### src/verilog/ram_exp_pkg.sv
// Shared definitions for the 512K RAM expansion CPLD
// Bus widths, register field types and the control port codes

package ram_exp_pkg;

  // Field widths
  localparam int DATA_W   = 8;                   // Z80 data bus
  localparam int BANK_W   = 3;                   // Eight 64K banks make up the 512K
  localparam int SCHEME_W = 3;                   // Eight block switching schemes
  localparam int BLOCK_W  = 2;                   // Four 16K blocks per 64K bank
  localparam int ADR_HI_W = BANK_W + BLOCK_W;    // SRAM address bits above A13

  // Value on the CPU data bus
  typedef logic [DATA_W-1:0]   cpu_data_t;

  // Selected 64K bank inside the expansion RAM
  typedef logic [BANK_W-1:0]   bank_t;

  // Block switching scheme from the low bits of a bank-select write
  typedef logic [SCHEME_W-1:0] scheme_t;

  // 16K block number, always formed as {A15, A14}
  typedef logic [BLOCK_W-1:0]  block_t;

  // High SRAM address, bank in the upper bits and block in the lower bits
  typedef logic [ADR_HI_W-1:0] ram_adr_hi_t;

  // Data bits 7..6 of an I/O write to the gate array port select the function
  localparam logic [1:0] CTRL_RAM_SEL = 2'b11;   // Bank and scheme select
  localparam logic [1:0] CTRL_ROM_SEL = 2'b10;   // Mode and ROM enable register

  // Scheme 3 maps the 0x4000 window to block 3 but keeps the CPU's view of
  // 0xC000 as well, so it is decoded from the A15 value held over the cycle
  localparam scheme_t SCHEME_C3 = 3'b011;

  // Named blocks of the 64K CPU map
  localparam block_t BLOCK_LOW = 2'b00;          // 0x0000 to 0x3FFF, shared with lower ROM
  localparam block_t BLOCK_ONE = 2'b01;          // 0x4000 to 0x7FFF, the switchable window
  localparam block_t BLOCK_TOP = 2'b11;          // 0xC000 to 0xFFFF, shared with upper ROM

endpackage
### src/verilog/bank_config_regs.sv
// Control port registers of the RAM expansion
// Decodes writes to the gate array port and holds bank, scheme, card select and ROM flags

`timescale 1ns/1ps

module bank_config_regs (
  input  logic                  clk,
  input  logic                  sync_reset_b,
  input  logic                  iorq_b,
  input  logic                  wr_b,
  input  logic                  adr15,
  input  logic                  adr8,
  input  ram_exp_pkg::cpu_data_t data,
  output ram_exp_pkg::bank_t     bank,
  output ram_exp_pkg::scheme_t   scheme,
  output logic                  card_sel,
  output logic                  urom_disable,
  output logic                  lrom_disable
);

  logic io_wr_ctrl;    // I/O write to the port decoded by A15 low
  logic ram_ctrl_sel;  // Bank-select write
  logic rom_ctrl_sel;  // ROM-control write

  // The gate array and the expansion share the port, only A15 is decoded
  assign io_wr_ctrl   = !iorq_b && !wr_b && !adr15;

  // Function code sits in the top two data bits
  assign ram_ctrl_sel = io_wr_ctrl && (data[7:6] == ram_exp_pkg::CTRL_RAM_SEL);
  assign rom_ctrl_sel = io_wr_ctrl && (data[7:6] == ram_exp_pkg::CTRL_ROM_SEL);

  // Registers change on the falling edge, mid way through the IOREQ write
  always_ff @(negedge clk or negedge sync_reset_b) begin
    if (!sync_reset_b) begin
      bank         <= '0;
      scheme       <= '0;
      card_sel     <= 1'b0;   // Card starts deselected, CPC sees only its own RAM
      urom_disable <= 1'b0;
      lrom_disable <= 1'b0;
    end else if (ram_ctrl_sel) begin
      bank     <= data[5:3];  // Which 64K of the 512K
      scheme   <= data[2:0];  // How the 16K blocks are switched
      // Port 7Fxx claims the write for this card and 7Exx hands it to a
      // second expansion, so A8 alone decides the selection
      card_sel <= adr8;
    end else if (rom_ctrl_sel) begin
      urom_disable <= data[3];
      lrom_disable <= data[2];  // Screen mode bits 1..0 are left to the gate array
    end
  end

  // The two function codes differ in data bit 6 so one write can never
  // update both register groups
  a_ctrl_exclusive: assert property (
    @(negedge clk) disable iff (!sync_reset_b)
      !(ram_ctrl_sel && rom_ctrl_sel)
  ) else $error("RAM and ROM control decodes active together");

endmodule

### src/verilog/bank_mapper.sv
// Block mapper of the RAM expansion
// Turns the bank configuration and the CPU address into SRAM selects and high address
// Also works out locally whether a read goes to RAM or is overlaid by ROM

`timescale 1ns/1ps

module bank_mapper (
  input  logic                      rfsh_b,
  input  logic                      mreq_b,
  input  logic                      rd_b,
  input  logic                      adr15,
  input  logic                      adr14,
  input  logic                      adr15_lat,
  input  logic                      card_sel,
  input  logic                      urom_disable,
  input  logic                      lrom_disable,
  input  ram_exp_pkg::bank_t         bank,
  input  ram_exp_pkg::scheme_t       scheme,
  output ram_exp_pkg::ram_adr_hi_t   ramadrhi,
  output logic                      ramcs_b,
  output logic                      ramoe_b,
  output logic                      ramdis
);

  ram_exp_pkg::block_t cur_block;   // Block of the live address
  ram_exp_pkg::block_t lat_block;   // Block with A15 held from the address phase
  ram_exp_pkg::block_t map_block;   // Block of the chosen bank that is accessed
  logic                hit;         // Scheme claims this block
  logic                mapped;      // Access goes to the expansion RAM
  logic                mem_cycle;   // Real memory access, not a refresh
  logic                int_ramrd;   // Read is served by RAM rather than ROM

  assign cur_block = {adr15, adr14};
  assign lat_block = {adr15_lat, adr14};

  // Scheme decode following the DK'Tronics and 6128 banking table
  always_comb begin
    hit       = 1'b0;
    map_block = cur_block;
    case (scheme)
      3'b000: begin
        hit = 1'b0;                                    // Base 64K only
      end
      3'b001: begin
        hit       = (cur_block == ram_exp_pkg::BLOCK_TOP);
        map_block = ram_exp_pkg::BLOCK_TOP;             // Only 0xC000 is swapped
      end
      3'b010: begin
        hit       = 1'b1;                              // All four blocks from the bank
        map_block = cur_block;
      end
      ram_exp_pkg::SCHEME_C3: begin
        // Held A15 keeps the decision steady for the whole cycle
        hit       = (lat_block == ram_exp_pkg::BLOCK_TOP);
        map_block = ram_exp_pkg::BLOCK_TOP;
      end
      default: begin
        // Schemes 4 to 7 put one bank block into the 0x4000 window
        hit       = (cur_block == ram_exp_pkg::BLOCK_ONE);
        map_block = scheme[1:0];
      end
    endcase
  end

  assign mapped    = hit && card_sel;
  assign mem_cycle = !mreq_b && rfsh_b;

  // Internal RAM is held off for every access the card owns
  assign ramdis   = mapped;
  assign ramcs_b  = !(mapped && mem_cycle);
  assign ramadrhi = {bank, map_block};   // Only meaningful while ramcs_b is low

  // The middle 32K is never under ROM. Block 0 and block 3 read RAM only when
  // their ROM is switched off
  always_comb begin
    int_ramrd = 1'b0;
    if (mem_cycle) begin
      if (adr15_lat != adr14) begin
        int_ramrd = 1'b1;
      end else if (urom_disable && (cur_block == ram_exp_pkg::BLOCK_TOP)) begin
        int_ramrd = 1'b1;
      end else if (lrom_disable && (cur_block == ram_exp_pkg::BLOCK_LOW)) begin
        int_ramrd = 1'b1;
      end
    end
  end

  assign ramoe_b = !int_ramrd || rd_b;   // Output enable needs a CPU read as well

  // When the SRAM chip select ends, internal RAM must have been disabled up
  // to that point, otherwise both memories drove the bus together
  a_cs_needs_ramdis: assert property (
    @(posedge ramcs_b) !ramcs_b |-> ramdis
  ) else $error("ramcs_b was low without ramdis high");

endmodule

### src/verilog/bus_cycle_sampler.sv
// Bus cycle sampler for the RAM expansion
// Releases reset in step with clk, samples MREQ and holds A15 for each memory cycle

`timescale 1ns/1ps

module bus_cycle_sampler (
  input  logic clk,
  input  logic reset_b,
  input  logic mreq_b,
  input  logic adr15,
  output logic sync_reset_b,
  output logic adr15_lat
);

  logic [1:0] reset_pipe;   // Two stage release pipeline
  logic       mreq_b_q;     // MREQ as seen on the last rising edge

  // Reset asserts at once and is released on the second rising edge
  always_ff @(posedge clk or negedge reset_b) begin
    if (!reset_b) begin
      reset_pipe <= 2'b00;
    end else begin
      reset_pipe <= {reset_pipe[0], 1'b1};  // Shift in the released level
    end
  end

  assign sync_reset_b = reset_pipe[1];

  // An idle bus reads as MREQ high
  always_ff @(posedge clk or negedge sync_reset_b) begin
    if (!sync_reset_b) begin
      mreq_b_q <= 1'b1;
    end else begin
      mreq_b_q <= mreq_b;
    end
  end

  // A15 is captured on falling edges of the address phase only, which gives
  // a value that cannot move once the gate array has seen MREQ go low
  always_ff @(negedge clk or negedge sync_reset_b) begin
    if (!sync_reset_b) begin
      adr15_lat <= 1'b0;
    end else if (mreq_b_q) begin
      adr15_lat <= adr15;  // Track the address until the cycle starts
    end
  end

  // Once the sampled MREQ is low the held A15 must not change before the
  // next rising edge, across the falling edge in between
  a_adr15_held: assert property (
    @(posedge clk) disable iff (!sync_reset_b)
      !mreq_b_q |-> $stable(adr15_lat)
  ) else $error("adr15_lat moved during the low phase of mreq_b");

endmodule

### src/verilog/cpld_ram512k.sv
// Top level of the 512K RAM expansion CPLD for the CPC 6128
// Connects the bus sampler, the control registers and the block mapper

`timescale 1ns/1ps

module cpld_ram512k (
  input  logic                      clk,
  input  logic                      reset_b,
  input  logic                      rfsh_b,
  input  logic                      adr15,
  input  logic                      adr14,
  input  logic                      adr8,
  input  logic                      iorq_b,
  input  logic                      mreq_b,
  input  logic                      wr_b,
  input  logic                      rd_b,
  input  ram_exp_pkg::cpu_data_t     data,
  output ram_exp_pkg::ram_adr_hi_t   ramadrhi,
  output logic                      ramcs_b,
  output logic                      ramoe_b,
  output logic                      ramwe_b,
  output logic                      ramdis
);

  logic                 sync_reset_b;   // Reset released in step with clk
  logic                 adr15_lat;      // A15 held over the memory cycle
  ram_exp_pkg::bank_t   bank;
  ram_exp_pkg::scheme_t scheme;
  logic                 card_sel;
  logic                 urom_disable;
  logic                 lrom_disable;

  bus_cycle_sampler sampler_i (
    .clk          (clk),
    .reset_b      (reset_b),
    .mreq_b       (mreq_b),
    .adr15        (adr15),
    .sync_reset_b (sync_reset_b),
    .adr15_lat    (adr15_lat)
  );

  bank_config_regs config_i (
    .clk          (clk),
    .sync_reset_b (sync_reset_b),
    .iorq_b       (iorq_b),
    .wr_b         (wr_b),
    .adr15        (adr15),
    .adr8         (adr8),
    .data         (data),
    .bank         (bank),
    .scheme       (scheme),
    .card_sel     (card_sel),
    .urom_disable (urom_disable),
    .lrom_disable (lrom_disable)
  );

  bank_mapper mapper_i (
    .rfsh_b       (rfsh_b),
    .mreq_b       (mreq_b),
    .rd_b         (rd_b),
    .adr15        (adr15),
    .adr14        (adr14),
    .adr15_lat    (adr15_lat),
    .card_sel     (card_sel),
    .urom_disable (urom_disable),
    .lrom_disable (lrom_disable),
    .bank         (bank),
    .scheme       (scheme),
    .ramadrhi     (ramadrhi),
    .ramcs_b      (ramcs_b),
    .ramoe_b      (ramoe_b),
    .ramdis       (ramdis)
  );

  assign ramwe_b = wr_b;   // Chip select gates writes, so the CPU strobe goes straight through

endmodule

### config.mk
export PLATFORM = sky130hd
export DESIGN_NAME = cpld_ram512k
export DESIGN_NICKNAME = d
export VERILOG_FILES = /design/src/verilog/ram_exp_pkg.sv /design/src/verilog/bank_config_regs.sv /design/src/verilog/bank_mapper.sv /design/src/verilog/bus_cycle_sampler.sv /design/src/verilog/cpld_ram512k.sv
export SDC_FILE = /design/constraint.sdc
export NUM_CORES = 1
export LEC_CHECK = 0
export BUFFER_PORTS_ARGS = -buffer_cell sky130_fd_sc_hd__clkbuf_2
export CAP_MARGIN = 30
export CORE_MARGIN = 2
export CORE_UTILIZATION = 27
export DETAILED_ROUTE_END_ITERATION = 10
export PLACE_DENSITY = 0.6
export SLEW_MARGIN = 15
export SYNTH_ARGS = -nofsm -noshare
export SYNTH_HDL_FRONTEND = slang
export SYNTH_SLANG_ARGS = --single-unit
### constraint.sdc
create_clock -name clk -period 1.5 [get_ports clk]
set_input_delay 0.075 -clock clk [delete_from_list [all_inputs] [get_ports clk]]
set_output_delay 0.075 -clock clk [all_outputs]
set_load 0.02 [all_outputs]
==> results.toml <==
[outcome]
outcome = "complete, but fails checks"
violations = "negative setup slack"

[power_and_ir_drop]
p_switching_uw = 342
p_per_area_mw_per_mm2 = 1120
vdd_drop_max_mv = 0.666
power_frac_comb = 0.409
cellLeakagePower_uw = 0.000531
power_frac_seq = 0.407
swShare = 0.294
p_clk_frac = 0.184
intPower_uw = 823

[place]
dpl_worst_slack_ns = -0.610
numPortBuffers = 26
gp_congestion = 0.706
hpwl_microns = 1010

[sta]
fin_ws_ns = -0.795
rsz0062_at_grt = "yes"
setup_violations = 18
finClkSkew_ns = 0.00580
hold_viol_final = 0
drv_slew = 0

[global_routing]
grt.overflow.total = 0
grt_pass1_wl_microns = 2360
grt_max_degree = 12
grt_pass1_vias = 519
grt_antenna_before_repair = 0
grtUsageTotal = 0.118

[final_layout]
multi_input_area_sq_um = 322
fillers = 223
antenna_cells = 0
ff_latch_area_sq_um = 327
final_util = 0.471
final_common_cell = "clkbuf_2"
most-common-layout-cells = "clkbuf_2 (17), mux2_4 (10), dfrtn_1 (10)"
area_growth_pct = 65.1
fin_nets = 107
drive_above_1_share = 0.701

[yosys]
synth_edf_count = 0
syn_nets = 65
postSynthAreaPerCell_sq_um = 13.7
async_flop_share = 1.00
syn_area_sq_um = 631
ys_ff_latch = 13
yosysTopAreaCellShare = 0.397
synth-seq-area-share = 0.518
yosys.area.top_type = "dfrtn_1"
syn_inst = 46
yosys-top-cells-area = "dfrtn_1 (40%), mux2_4 (17%), dfrtp_1 (7.9%)"
ys_warn_count = 0
synth_ff_type = "dfrtn_1"
synth_cell_types = 25

[cts]
cts_root_buf = "clkbuf_4"
clk_pin_slew_worst_paths_ns = 0.08
clock_latency_ns = 0.27
cts_tree = "yes"
cts_buffers = 3
cts_sinks = 13
cts_buffer_depth = 2
cts_max_level = 1

[drt]
finalWirelength_microns = 1440
drtIter0Drc = 3
firstDrtPassIters = 3
via_per_inst = 4.39
drc = 0
vias = 505
wire_per_inst_microns = 12.5
drtAntennaViolNets = 0

[die]
die_width_microns = 52.3
rows = 17
start_util = 0.285
die_h_microns = 52.3
dieArea_sq_mm = 0.00274
ios = 27
core_sq_mm = 0.00221

[min_path]
worst_hold_path_type = "input port to asynchronous set/reset pin"

[setup_path]
cp.required_ns = 1.42
critPathCaptureType = "output pin"
cp_data_arrival_time_ns = 2.22
worst_setup_path_start_kind = "flip-flop"
path_class = "flip-flop to output pin"
crit_fanout = 2

[run]
maxCapViolCount = 0
state kept, by name, indices dropped and copies added (netlist names):
register and flops:
sampler_i.adr15_lat 1, sampler_i.mreq_b_q 1, config_i.bank 3, config_i.lrom_disable 1, sampler_i.reset_pipe 2, config_i.urom_disable 1, config_i.scheme 3, config_i.card_sel 1
per-layer routing:
| layer | part of all wire | track usage | up-vias |
|---|---|---|---|
| met5 | 0 | 0 | - |
| met4 | 0 | 0.0256 | 0 |
| met3 | 0.071 | 0.0343 | 0 |
| met2 | 0.51 | 0.196 | 19 |
| met1 | 0.42 | 0.151 | 240 |
| li1 | - | - | 246 |
stage by stage:
stage | cells | hold WS [ns] | cell area (sq um) | setup TNS (ns) | total power, uW
floorplan | 46 | -0.221 | 643 | -5.49 | 673
global placement | 106 | -0.139 | 850 | -7.09 | 810
detailed placement | 106 | -0.137 | 850 | -7.27 | 817
CTS | 112 | 0.101 | 991 | -6.51 | 1130
global route | 115 | 0.104 | 1040 | -7.08 | 1240
finish | 115 | 0.107 | 1040 | -6.46 | 1160
Yosys cell counts (all sizes together) (2+ instances only):
cell type   n
o21ai       3
buf         2
dfrtp       2
mux2       10
dfrtn      10
inv         2
worst max-delay path, stage by stage, from the launching register on:
cell and delay (ns):
dfrtn_1 0.42, ha_1 0.24, a311o_1 0.28, nand3b_1 0.11
clkbuf_8 0.15
final timing paths:
check,from,endpoint,slack (ns),depth (start not counted)
max,sampler_i.adr15_lat,ramoe_b,-0.79,4
min,reset_b,sampler_i.reset_pipe[1],0.11,2
max reg2reg,sampler_i.mreq_b_q,sampler_i.adr15_lat,-0.22,1
min reg2reg,sampler_i.reset_pipe[0],sampler_i.reset_pipe[1],0.36,0
max in group asynchronous,sampler_i.reset_pipe[1],config_i.card_sel,0.34,0
min in group clk,sampler_i.reset_pipe[0],sampler_i.reset_pipe[1],0.36,0
power groups by stage:
stage	clock [uW]	combinational, uW	sequential [uW]
detailed placement	0	347	470
finish	214	476	474
floorplan	0	182	491
global route	242	510	484
CTS	221	440	472
global placement	0	341	469
cell families (layout without fill, tap and decap cells):
kind of cell    count (synthesis)  in the layout  synth area share
flops                          13             13             0.518
simple gates                   11             11             0.133
mux                            10             10             0.220
compound gates                  6              6            0.0615
buf+inv                         4             45            0.0417
fa+ha+maj                       1              1            0.0198
other cells                     1              1           0.00595
layout make-up:
| class | count | share of cell area |
|---|---|---|
| well taps | 28 | 0.0337 |
| flip-flops and latches | 13 | 0.314 |
| inverters | 2 | 0.00721 |
| clock inverters | 1 | 0.00481 |
| repair buffers | 39 | 0.310 |
| clock buffers | 3 | 0.0216 |
| multi-input cells | 29 | 0.309 |
timing repair:
item / in CTS / in global routing
hold buffers: 2 / 0
endpoints found under the hold margin: 3 / 0
setup buffers: 0 / 3
resized for setup: 22 / 7
setup endpoints to repair: 18 / 18
pin swaps: 2 / 1
cloned: 0 / 0
No activity file was read; power rests on OpenSTA's default activity.
